[src/dcache_pkg.sv]
`default_nettype none

package dcache_pkg;

   localparam int PADDR_W  = 12;
   localparam int OFFSET_W = 3;
   localparam int INDEX_W  = 3;
   localparam int TAG_W    = PADDR_W - INDEX_W - OFFSET_W;

   // Direct mapped, one dword per line
   localparam int SETS = 1 << INDEX_W;

   typedef enum logic [1:0] {
      OP_LD_D  = 2'd0,
      OP_LD_WU = 2'd1,
      OP_SD    = 2'd2,
      OP_SW    = 2'd3
   } dcache_op_e;

   typedef logic [PADDR_W-1:0] paddr_t;
   typedef logic [63:0]        dword_t;
   typedef logic [INDEX_W-1:0] index_t;
   typedef logic [TAG_W-1:0]   tag_t;

endpackage

`default_nettype wire

[src/mem_pkg.sv]
`default_nettype none

package mem_pkg;

   // Memory serves both read kinds the same way
   typedef enum logic [1:0] {
      MEM_READ    = 2'd0,
      MEM_UC_READ = 2'd1,
      MEM_WRITE   = 2'd2
   } mem_cmd_e;

   typedef enum logic {
      MEM_WORD  = 1'b0,
      MEM_DWORD = 1'b1
   } mem_size_e;

   // Up to 7 commands in flight
   typedef logic [2:0] credit_t;

endpackage

`default_nettype wire

[src/rollback_fifo.sv]
`timescale 1ns/10ps
`default_nettype none

module rollback_fifo #(
   parameter int FIFO_DEPTH = 8
) (
   input  logic                   clk_i,
   input  logic                   rst_n_i,
   input  logic                   enq_v_i,
   input  dcache_pkg::dcache_op_e op_i,
   input  logic                   uncached_i,
   input  dcache_pkg::paddr_t     addr_i,
   input  dcache_pkg::dword_t     data_i,
   output logic                   ready_o,
   output logic                   v_o,
   output dcache_pkg::dcache_op_e op_o,
   output logic                   uncached_o,
   output dcache_pkg::paddr_t     addr_o,
   output dcache_pkg::dword_t     data_o,
   input  logic                   yumi_i,
   input  logic                   commit_i,
   input  logic                   roll_i
);

   import dcache_pkg::*;

   // Pointers carry one wrap bit over a power-of-two depth
   localparam int PTR_W = $clog2(FIFO_DEPTH);

   typedef logic [PTR_W:0] ptr_t;

   dcache_op_e op_mem   [FIFO_DEPTH];
   logic       uc_mem   [FIFO_DEPTH];
   paddr_t     addr_mem [FIFO_DEPTH];
   dword_t     data_mem [FIFO_DEPTH];

   ptr_t wptr_q;
   ptr_t rptr_q;
   ptr_t cptr_q;
   ptr_t held;
   logic enq;

   // Entries read but not committed still count
   assign held    = wptr_q - cptr_q;
   assign ready_o = (held != ptr_t'(FIFO_DEPTH));
   assign enq     = enq_v_i & ready_o;
   assign v_o     = (rptr_q != wptr_q);

   assign op_o       = op_mem[rptr_q[PTR_W-1:0]];
   assign uncached_o = uc_mem[rptr_q[PTR_W-1:0]];
   assign addr_o     = addr_mem[rptr_q[PTR_W-1:0]];
   assign data_o     = data_mem[rptr_q[PTR_W-1:0]];

   always_ff @(posedge clk_i)
   begin
      if (enq)
      begin
         op_mem[wptr_q[PTR_W-1:0]]   <= op_i;
         uc_mem[wptr_q[PTR_W-1:0]]   <= uncached_i;
         addr_mem[wptr_q[PTR_W-1:0]] <= addr_i;
         data_mem[wptr_q[PTR_W-1:0]] <= data_i;
      end
   end

   always_ff @(posedge clk_i)
   begin
      if (!rst_n_i)
      begin
         wptr_q <= '0;
         rptr_q <= '0;
         cptr_q <= '0;
      end
      else
      begin
         if (enq)
            wptr_q <= wptr_q + ptr_t'(1);
         if (commit_i)
            cptr_q <= cptr_q + ptr_t'(1);
         // An uncached load commits after rewind without being read again
         if (roll_i)
            rptr_q <= cptr_q;
         else if (yumi_i || (commit_i && rptr_q == cptr_q))
            rptr_q <= rptr_q + ptr_t'(1);
      end
   end

   // Commit only frees an entry that was taken
   a_commit_held: assert property (@(posedge clk_i) disable iff (!rst_n_i)
      commit_i |-> (cptr_q != wptr_q));

   // Speculative reads stay within the held entries
   a_read_in_held: assert property (@(posedge clk_i) disable iff (!rst_n_i)
      ptr_t'(rptr_q - cptr_q) <= held);

endmodule

`default_nettype wire

[src/dcache_core.sv]
`timescale 1ns/10ps
`default_nettype none

module dcache_core (
   input  logic                   clk_i,
   input  logic                   rst_n_i,
   input  logic                   fifo_v_i,
   input  dcache_pkg::dcache_op_e op_i,
   input  logic                   uncached_i,
   input  dcache_pkg::paddr_t     addr_i,
   input  dcache_pkg::dword_t     data_i,
   output logic                   fifo_yumi_o,
   output logic                   commit_o,
   output logic                   roll_o,
   output logic                   resp_v_o,
   output dcache_pkg::dword_t     resp_data_o,
   output logic                   eng_req_v_o,
   output mem_pkg::mem_cmd_e      eng_req_kind_o,
   output mem_pkg::mem_size_e     eng_req_size_o,
   output dcache_pkg::paddr_t     eng_req_addr_o,
   output dcache_pkg::dword_t     eng_req_data_o,
   input  logic                   eng_req_ack_i,
   input  logic                   eng_busy_i,
   input  logic                   fill_v_i,
   input  dcache_pkg::index_t     fill_index_i,
   input  dcache_pkg::tag_t       fill_tag_i,
   input  dcache_pkg::dword_t     fill_data_i,
   input  logic                   uc_v_i,
   input  dcache_pkg::dword_t     uc_data_i
);

   import dcache_pkg::*;
   import mem_pkg::*;

   logic [SETS-1:0] valid_q;
   tag_t            tag_mem  [SETS];
   dword_t          data_mem [SETS];

   index_t     s1_index;
   logic       s2_v_q;
   dcache_op_e s2_op_q;
   logic       s2_uc_q;
   paddr_t     s2_addr_q;
   dword_t     s2_data_q;
   logic       s2_valid_q;
   tag_t       s2_tag_q;
   dword_t     s2_line_q;

   index_t s2_index;
   tag_t   s2_addr_tag;
   logic   s2_load;
   logic   hit;
   logic   load_hit;
   logic   store_done;
   logic   complete;
   dword_t merged;

   function automatic dword_t load_format(dcache_op_e op, logic upper, dword_t d);
      dword_t r;
      if (op == OP_LD_WU)
         r = {32'b0, upper ? d[63:32] : d[31:0]};
      else
         r = d;
      return r;
   endfunction

   // No lookup while the engine takes or serves a request
   assign s1_index    = addr_i[OFFSET_W +: INDEX_W];
   assign fifo_yumi_o = fifo_v_i & ~roll_o & ~eng_busy_i & ~eng_req_ack_i;

   always_ff @(posedge clk_i)
   begin
      if (!rst_n_i)
         s2_v_q <= 1'b0;
      else
         s2_v_q <= fifo_yumi_o;
   end

   always_ff @(posedge clk_i)
   begin
      if (fifo_yumi_o)
      begin
         s2_op_q    <= op_i;
         s2_uc_q    <= uncached_i;
         s2_addr_q  <= addr_i;
         s2_data_q  <= data_i;
         s2_valid_q <= valid_q[s1_index];
         s2_tag_q   <= tag_mem[s1_index];
         s2_line_q  <= data_mem[s1_index];
      end
   end

   assign s2_index    = s2_addr_q[OFFSET_W +: INDEX_W];
   assign s2_addr_tag = s2_addr_q[PADDR_W-1 -: TAG_W];
   assign s2_load     = (s2_op_q == OP_LD_D) || (s2_op_q == OP_LD_WU);
   assign hit         = s2_valid_q && (s2_tag_q == s2_addr_tag);
   assign load_hit    = s2_v_q && s2_load && !s2_uc_q && hit;
   assign store_done  = s2_v_q && !s2_load && eng_req_ack_i;
   assign complete    = load_hit || store_done;

   assign roll_o   = s2_v_q && !complete;
   assign resp_v_o = complete || uc_v_i;
   assign commit_o = resp_v_o;

   // Stage 2 payload is held while the engine serves an uncached load
   always_comb
   begin
      if (uc_v_i)
         resp_data_o = load_format(s2_op_q, s2_addr_q[2], uc_data_i);
      else if (s2_load)
         resp_data_o = load_format(s2_op_q, s2_addr_q[2], s2_line_q);
      else
         resp_data_o = '0;
   end

   always_comb
   begin
      merged = s2_line_q;
      if (s2_op_q == OP_SD)
         merged = s2_data_q;
      else if (s2_addr_q[2])
         merged[63:32] = s2_data_q[31:0];
      else
         merged[31:0] = s2_data_q[31:0];
   end

   // Reads fetch the whole aligned dword
   assign eng_req_v_o    = s2_v_q && !load_hit;
   assign eng_req_kind_o = !s2_load ? MEM_WRITE : (s2_uc_q ? MEM_UC_READ : MEM_READ);
   assign eng_req_size_o = (s2_op_q == OP_SW) ? MEM_WORD : MEM_DWORD;
   assign eng_req_addr_o = s2_load ? {s2_addr_q[PADDR_W-1:OFFSET_W], {OFFSET_W{1'b0}}}
                                   : s2_addr_q;
   assign eng_req_data_o = s2_data_q;

   always_ff @(posedge clk_i)
   begin
      if (fill_v_i)
      begin
         tag_mem[fill_index_i]  <= fill_tag_i;
         data_mem[fill_index_i] <= fill_data_i;
      end
      else if (store_done && hit)
         data_mem[s2_index] <= merged;
   end

   always_ff @(posedge clk_i)
   begin
      if (!rst_n_i)
         valid_q <= '0;
      else if (fill_v_i)
         valid_q[fill_index_i] <= 1'b1;
   end

   // Engine results never land on a pending lookup
   a_commit_roll: assert property (@(posedge clk_i) disable iff (!rst_n_i)
      !(commit_o && roll_o));

endmodule

`default_nettype wire

[src/uncached_engine.sv]
`timescale 1ns/10ps
`default_nettype none

module uncached_engine #(
   parameter int MEM_CREDITS = 4
) (
   input  logic               clk_i,
   input  logic               rst_n_i,
   input  logic               eng_req_v_i,
   input  mem_pkg::mem_cmd_e  eng_req_kind_i,
   input  mem_pkg::mem_size_e eng_req_size_i,
   input  dcache_pkg::paddr_t eng_req_addr_i,
   input  dcache_pkg::dword_t eng_req_data_i,
   output logic               eng_req_ack_o,
   output logic               eng_busy_o,
   output logic               fill_v_o,
   output dcache_pkg::index_t fill_index_o,
   output dcache_pkg::tag_t   fill_tag_o,
   output dcache_pkg::dword_t fill_data_o,
   output logic               uc_v_o,
   output dcache_pkg::dword_t uc_data_o,
   output logic               mem_cmd_v_o,
   output mem_pkg::mem_cmd_e  mem_cmd_kind_o,
   output mem_pkg::mem_size_e mem_cmd_size_o,
   output dcache_pkg::paddr_t mem_cmd_addr_o,
   output dcache_pkg::dword_t mem_cmd_data_o,
   input  logic               mem_cmd_ready_i,
   input  logic               mem_resp_v_i,
   input  dcache_pkg::dword_t mem_resp_data_i
);

   import dcache_pkg::*;
   import mem_pkg::*;

   typedef enum logic [1:0] {
      ST_IDLE,
      ST_SEND,
      ST_WAIT
   } state_e;

   state_e    state_q;
   credit_t   credits_q;
   mem_cmd_e  kind_q;
   mem_size_e size_q;
   paddr_t    addr_q;
   dword_t    data_q;
   logic      cmd_fire;
   logic      read_done;

   assign eng_req_ack_o = eng_req_v_i && (state_q == ST_IDLE) && (credits_q != '0);
   assign eng_busy_o    = (state_q != ST_IDLE);

   assign mem_cmd_v_o    = (state_q == ST_SEND) && (credits_q != '0);
   assign mem_cmd_kind_o = kind_q;
   assign mem_cmd_size_o = size_q;
   assign mem_cmd_addr_o = addr_q;
   assign mem_cmd_data_o = data_q;
   assign cmd_fire       = mem_cmd_v_o && mem_cmd_ready_i;

   // In-order responses, so the read answer is the last one outstanding
   assign read_done = (state_q == ST_WAIT) && mem_resp_v_i
                      && (credits_q == credit_t'(MEM_CREDITS - 1));

   assign fill_v_o     = read_done && (kind_q == MEM_READ);
   assign fill_index_o = addr_q[OFFSET_W +: INDEX_W];
   assign fill_tag_o   = addr_q[PADDR_W-1 -: TAG_W];
   assign fill_data_o  = mem_resp_data_i;
   assign uc_v_o       = read_done && (kind_q == MEM_UC_READ);
   assign uc_data_o    = mem_resp_data_i;

   always_ff @(posedge clk_i)
   begin
      if (eng_req_ack_o)
      begin
         kind_q <= eng_req_kind_i;
         size_q <= eng_req_size_i;
         addr_q <= eng_req_addr_i;
         data_q <= eng_req_data_i;
      end
   end

   always_ff @(posedge clk_i)
   begin
      if (!rst_n_i)
         credits_q <= credit_t'(MEM_CREDITS);
      else
         credits_q <= credits_q + credit_t'(mem_resp_v_i) - credit_t'(cmd_fire);
   end

   always_ff @(posedge clk_i)
   begin
      if (!rst_n_i)
         state_q <= ST_IDLE;
      else
      begin
         case (state_q)
            ST_IDLE:
               if (eng_req_ack_o)
                  state_q <= ST_SEND;
            // Writes retire on issue
            ST_SEND:
               if (cmd_fire)
                  state_q <= (kind_q == MEM_WRITE) ? ST_IDLE : ST_WAIT;
            ST_WAIT:
               if (read_done)
                  state_q <= ST_IDLE;
            default:
               state_q <= ST_IDLE;
         endcase
      end
   end

   a_credit_max: assert property (@(posedge clk_i) disable iff (!rst_n_i)
      credits_q <= credit_t'(MEM_CREDITS));

   // Memory answers only commands in flight
   a_resp_expected: assert property (@(posedge clk_i) disable iff (!rst_n_i)
      mem_resp_v_i |-> (credits_q != credit_t'(MEM_CREDITS)));

endmodule

`default_nettype wire

[src/dcache_wrapper.sv]
`timescale 1ns/10ps
`default_nettype none

module dcache_wrapper #(
   parameter int FIFO_DEPTH  = 8,
   parameter int MEM_CREDITS = 4
) (
   input  logic                   clk_i,
   input  logic                   rst_n_i,
   input  logic                   req_v_i,
   input  dcache_pkg::dcache_op_e req_op_i,
   input  logic                   req_uncached_i,
   input  dcache_pkg::paddr_t     req_addr_i,
   input  dcache_pkg::dword_t     req_data_i,
   output logic                   req_ready_o,
   output logic                   resp_v_o,
   output dcache_pkg::dword_t     resp_data_o,
   output logic                   mem_cmd_v_o,
   output mem_pkg::mem_cmd_e      mem_cmd_kind_o,
   output mem_pkg::mem_size_e     mem_cmd_size_o,
   output dcache_pkg::paddr_t     mem_cmd_addr_o,
   output dcache_pkg::dword_t     mem_cmd_data_o,
   input  logic                   mem_cmd_ready_i,
   input  logic                   mem_resp_v_i,
   input  dcache_pkg::dword_t     mem_resp_data_i
);

   import dcache_pkg::*;
   import mem_pkg::*;

   // FIFO to core
   logic       fifo_v;
   dcache_op_e fifo_op;
   logic       fifo_uc;
   paddr_t     fifo_addr;
   dword_t     fifo_data;
   logic       fifo_yumi;
   logic       commit;
   logic       roll;

   // Core to engine
   logic      eng_req_v;
   mem_cmd_e  eng_req_kind;
   mem_size_e eng_req_size;
   paddr_t    eng_req_addr;
   dword_t    eng_req_data;
   logic      eng_req_ack;
   logic      eng_busy;
   logic      fill_v;
   index_t    fill_index;
   tag_t      fill_tag;
   dword_t    fill_data;
   logic      uc_v;
   dword_t    uc_data;

   rollback_fifo #(
      .FIFO_DEPTH (FIFO_DEPTH)
   ) i_fifo (
      .clk_i      (clk_i),
      .rst_n_i    (rst_n_i),
      .enq_v_i    (req_v_i),
      .op_i       (req_op_i),
      .uncached_i (req_uncached_i),
      .addr_i     (req_addr_i),
      .data_i     (req_data_i),
      .ready_o    (req_ready_o),
      .v_o        (fifo_v),
      .op_o       (fifo_op),
      .uncached_o (fifo_uc),
      .addr_o     (fifo_addr),
      .data_o     (fifo_data),
      .yumi_i     (fifo_yumi),
      .commit_i   (commit),
      .roll_i     (roll)
   );

   dcache_core i_core (
      .clk_i          (clk_i),
      .rst_n_i        (rst_n_i),
      .fifo_v_i       (fifo_v),
      .op_i           (fifo_op),
      .uncached_i     (fifo_uc),
      .addr_i         (fifo_addr),
      .data_i         (fifo_data),
      .fifo_yumi_o    (fifo_yumi),
      .commit_o       (commit),
      .roll_o         (roll),
      .resp_v_o       (resp_v_o),
      .resp_data_o    (resp_data_o),
      .eng_req_v_o    (eng_req_v),
      .eng_req_kind_o (eng_req_kind),
      .eng_req_size_o (eng_req_size),
      .eng_req_addr_o (eng_req_addr),
      .eng_req_data_o (eng_req_data),
      .eng_req_ack_i  (eng_req_ack),
      .eng_busy_i     (eng_busy),
      .fill_v_i       (fill_v),
      .fill_index_i   (fill_index),
      .fill_tag_i     (fill_tag),
      .fill_data_i    (fill_data),
      .uc_v_i         (uc_v),
      .uc_data_i      (uc_data)
   );

   uncached_engine #(
      .MEM_CREDITS (MEM_CREDITS)
   ) i_engine (
      .clk_i           (clk_i),
      .rst_n_i         (rst_n_i),
      .eng_req_v_i     (eng_req_v),
      .eng_req_kind_i  (eng_req_kind),
      .eng_req_size_i  (eng_req_size),
      .eng_req_addr_i  (eng_req_addr),
      .eng_req_data_i  (eng_req_data),
      .eng_req_ack_o   (eng_req_ack),
      .eng_busy_o      (eng_busy),
      .fill_v_o        (fill_v),
      .fill_index_o    (fill_index),
      .fill_tag_o      (fill_tag),
      .fill_data_o     (fill_data),
      .uc_v_o          (uc_v),
      .uc_data_o       (uc_data),
      .mem_cmd_v_o     (mem_cmd_v_o),
      .mem_cmd_kind_o  (mem_cmd_kind_o),
      .mem_cmd_size_o  (mem_cmd_size_o),
      .mem_cmd_addr_o  (mem_cmd_addr_o),
      .mem_cmd_data_o  (mem_cmd_data_o),
      .mem_cmd_ready_i (mem_cmd_ready_i),
      .mem_resp_v_i    (mem_resp_v_i),
      .mem_resp_data_i (mem_resp_data_i)
   );

endmodule

`default_nettype wire

[config.mk]
export PLATFORM = sky130hd
export DESIGN_NAME = dcache_wrapper
export DESIGN_NICKNAME = d
export VERILOG_FILES = /design/src/dcache_pkg.sv /design/src/mem_pkg.sv /design/src/rollback_fifo.sv /design/src/dcache_core.sv /design/src/uncached_engine.sv /design/src/dcache_wrapper.sv
export SDC_FILE = /design/constraint.sdc
export NUM_CORES = 2
export LEC_CHECK = 0
export ABC_AREA = 0
export BUFFER_PORTS_ARGS = -buffer_cell sky130_fd_sc_hd__buf_2
export CORE_MARGIN = 4
export CORE_UTILIZATION = 60
export CTS_CLUSTER_SIZE = 28
export DETAILED_ROUTE_END_ITERATION = 8
export GPL_TIMING_DRIVEN = 0
export PLACE_DENSITY = 0.76
export SLEW_MARGIN = 5
export SYNTH_ARGS = -nofsm -noshare
export SYNTH_HDL_FRONTEND = slang
export SYNTH_SLANG_ARGS = --single-unit
[constraint.sdc]
create_clock -name clk_i -period 27.2 [get_ports clk_i]
set_input_delay 1.36 -clock clk_i [delete_from_list [all_inputs] [get_ports clk_i]]
set_output_delay 1.36 -clock clk_i [all_outputs]
set_load 0.01 [all_outputs]
==> impl_metrics.env <==
export IMPL_multi_input_area_um2=13000
export IMPL_drc=0
export IMPL_use_met3_pct=9.05
export IMPL_slew_headroom_pct=16.1
export IMPL_layout_drive_gt1_share_pct=22.6
export IMPL_final_hold_viol_count=0
export IMPL_path_max_fanout=10
export IMPL_cts_sinks=1450
export IMPL_ioPinCount=294
export IMPL_fillCellCount=5613
export IMPL_final_common_cell="edfxtp_1"
export IMPL_synth_top_area_share_pct=74.9
export IMPL_critPathCaptureType="output port"
export IMPL_first_global_vias=33700
export IMPL_avgSynthCellArea_um2=17.0
export IMPL_busiest_layer="met2"
export IMPL_cts_resized_gates=0
export IMPL_powerDensity_nw_per_um2=108
export IMPL_p_int_uw=4690
export IMPL_cp_start_kind="input port"
export IMPL_outcome="finished, final reports clean"
export IMPL_cts_root_buf="clkbuf_16"
export IMPL_drt_iter0_markers=4937
export IMPL_period_needed_ns=6.05
export IMPL_wl_um=161000
export IMPL_setup_slack_ns=21.15
export IMPL_setup_viol=0
export IMPL_cp_required_ns=25.84
export IMPL_syn_num_nets=3519
export IMPL_grt_pass1_wl_um=229000
export IMPL_period_share_pct=22.2
export IMPL_finClkSkew_ns=0.0296
export IMPL_cts_buffers=142
export IMPL_synthesis_instances=3362
export IMPL_fmax_ghz=0.165
export IMPL_core_um2=93700
export IMPL_critical_path_class="in2out"
export IMPL_pre_cts_slack_ns=21.47
export IMPL_final_seq_area_um2=43300
export IMPL_start_util_pct=60.8
export IMPL_die_h_um=316
export IMPL_syn_area_um2=57000
export IMPL_dieArea_um2=100000
export IMPL_place_area_um2=61500
export IMPL_synth_distinct_cells=52
export IMPL_cts_tree="built"
export IMPL_synth_top_flop_cell="edfxtp_1"
export IMPL_met2_usage_pct=51.0
export IMPL_peakVddDrop_v=0.0000677
export IMPL_avgViaCountPerCell=6.45
export IMPL_grt_ovfl_total=0
export IMPL_arrival_ns=4.69
export IMPL_area_growth_pct=15.9
export IMPL_placed_cells=5023
export IMPL_yosysSeqAreaShare_pct=75.9
export IMPL_holdCritPathClass="reg2reg"
export IMPL_dp_hpwl_um=110000
export IMPL_pwr_share_clk_pct=26.5
export IMPL_synth_area_leader_cell="edfxtp_1"
export IMPL_numPortBuffers=292
export IMPL_dieWidth_um=316
export IMPL_postCtsHoldBufs=0
export IMPL_layout_nets=4070
export IMPL_firstDrtPassIters=6
export IMPL_setup_tns_final_ns=0
export IMPL_fp_row_count=112
export IMPL_hold_depth=0
export IMPL_yosys_register_bits=1450
export IMPL_slew_violations=0
export IMPL_cts_setup_buffers=0
export IMPL_clk_path_buf_depth=3
export IMPL_clk_pin_slew_ns=0.06
export IMPL_mostFrequentLayoutCells="edfxtp_1 (1421), nand2_1 (547), buf_2 (345)"
export IMPL_routedWlPerCell_um=30.3
export IMPL_grt_util_met1_pct=42.0
export IMPL_fin_area_um2=66000
export IMPL_track_usage_pct=32.3
export IMPL_swShare_pct=34.5
export IMPL_leakage_uw=0.0229
export IMPL_p_seq_share_pct=44.0
export IMPL_maxCapViolations=0
export IMPL_vias=34200
export IMPL_yosys_warnings=0
export IMPL_worstMarginPinSlew_ns=1.26
export IMPL_p_switching_uw=2470
export IMPL_final_cell_count_no_fill=5293
export IMPL_rsz0062_at_grt="no"
export IMPL_ant_nets=0
export IMPL_synthArstFlopShare_pct=0
export IMPL_place_congestion=0.935
export IMPL_p_comb_share_pct=29.6
export IMPL_cts_max_level=4
export IMPL_clk_latency_ns=0.77
export IMPL_worst_r2r_cell_count=15
export IMPL_synth_edf_count=1421
export IMPL_grt_start_max_net_pins=44
export IMPL_antenna_found_initial=35
export IMPL_ys_top_cells_by_area="edfxtp_1 (75%), mux4_2 (6.2%), mux2i_1 (3.6%), nand2_1 (3.6%), mux2_2 (1.5%)"
## path summary, 6_finish.rpt
path | from | to | slack [ns]
max | mem_resp_v_i | resp_data_o[56] | 21.15
min | i_core.s2_addr_q[7]$_DFFE_PP_ | i_engine.mem_cmd_addr_o[7]$_DFFE_PN_ | 0.47
max reg2reg | i_fifo.wptr_q[0]$_SDFFE_PN0P_ | i_fifo.data_mem[6][30]$_DFFE_PP_ | 22.14
min reg2reg | i_core.s2_addr_q[7]$_DFFE_PP_ | i_engine.mem_cmd_addr_o[7]$_DFFE_PN_ | 0.47
## stage by stage
step	util (%)	power (µW)	hold slack (ns)
2_1_floorplan	-	4300	0.427
6_report	70.4	7160	0.466
3_3_place_gp	64.0	5220	0.448
3_5_place_dp	65.6	5230	0.457
5_1_grt	70.4	7390	0.490
4_1_cts	70.4	7110	0.468
## power by group through the flow
stage	Combinational (µW)	Clock [µW]	Sequential [µW]
after floorplan	1260	0	3030
after global placement	1930	0	3290
after detailed placement	2070	0	3160
after CTS	2090	1900	3120
after global routing	2240	2000	3140
final	2120	1900	3150
## worst max-delay path, cell delays in order
cell      delay, ns
buf_2          0.13
and4b_1        0.23
and4_1         0.33
clkbuf_1       0.33
nor2_1         0.62
clkbuf_1       0.59
a22oi_1        0.14
o21ai_0        0.66
buf_2          0.26
## final cells by class
cell class / instances / area share, %
inverter: 12 / 0.0682
multi-input combinational: 1705 / 19.7
tap: 1254 / 2.38
clock buffer: 178 / 5.68
clock inverter: 73 / 1.04
antenna: 19 / 0.0720
timing repair buffer: 407 / 4.33
buffer: 195 / 1.21
sequential: 1450 / 65.5
## flip-flops by register name (all words and copies together), names as in the netlist, 2 cells and up, named ones only
signal / cells
i_fifo.cptr_q: 4
i_core.s2_line_q: 64
i_core.valid_q: 8
i_core.eng_req_data_o: 64
i_core.s2_tag_q: 6
i_engine.mem_cmd_addr_o: 12
i_fifo.op_mem: 16
i_core.s2_op_q: 2
i_core.tag_mem: 48
i_core.s2_addr_q: 12
i_fifo.rptr_q: 4
i_engine.credits_q: 3
i_engine.mem_cmd_data_o: 64
i_fifo.uc_mem: 8
i_engine.state_q: 2
i_fifo.wptr_q: 4
i_engine.mem_cmd_kind_o: 2
i_fifo.addr_mem: 96
i_fifo.data_mem: 512
i_core.data_mem: 512
## metal layers
layer | share of wire, % | up-vias | routed length, µm
met5 | 0.080 | - | 129
li1 | - | 14200 | -
met4 | 5.7 | 20 | 9200
met3 | 13 | 505 | 21200
met1 | 34 | 16900 | 54500
met2 | 47 | 2482 | 75500
## synth_stat cells, types with 3 or more instances
| cell | number |
|---|---|
| or3_1 | 34 |
| nand2b_1 | 6 |
| nor2b_1 | 6 |
| nor4_1 | 4 |
| mux4_2 | 158 |
| inv_1 | 11 |
| o21ai_1 | 3 |
| nand3b_1 | 5 |
| mux2_2 | 78 |
| mux2i_1 | 206 |
| buf_1 | 19 |
| dfxtp_1 | 29 |
| nand4_1 | 3 |
| xor2_1 | 11 |
| buf_2 | 52 |
| nand3_1 | 151 |
| a21oi_1 | 41 |
| o32ai_1 | 3 |
| a22oi_1 | 32 |
| and3_1 | 78 |
| ha_1 | 8 |
| xnor2_1 | 11 |
| o21a_1 | 9 |
| nor3_1 | 8 |
| and2_1 | 10 |
| clkbuf_1 | 123 |
| and4_1 | 4 |
| edfxtp_1 | 1421 |
| a32oi_1 | 72 |
| nand2_1 | 547 |
| a21boi_0 | 3 |
| o21ai_0 | 135 |
| nor2_1 | 59 |
## cells by family after synthesis
kind of cell / synth area share [%]
AO/OA/AOI/OAI: 3.49
XOR/XNOR: 0.338
adder cells (fa/ha/maj): 0.211
buffers and inverters: 1.48
flip-flops: 75.9
multiplexers: 11.4
AND/OR/NAND/NOR: 7.15
(Power assumes the default switching activity.)
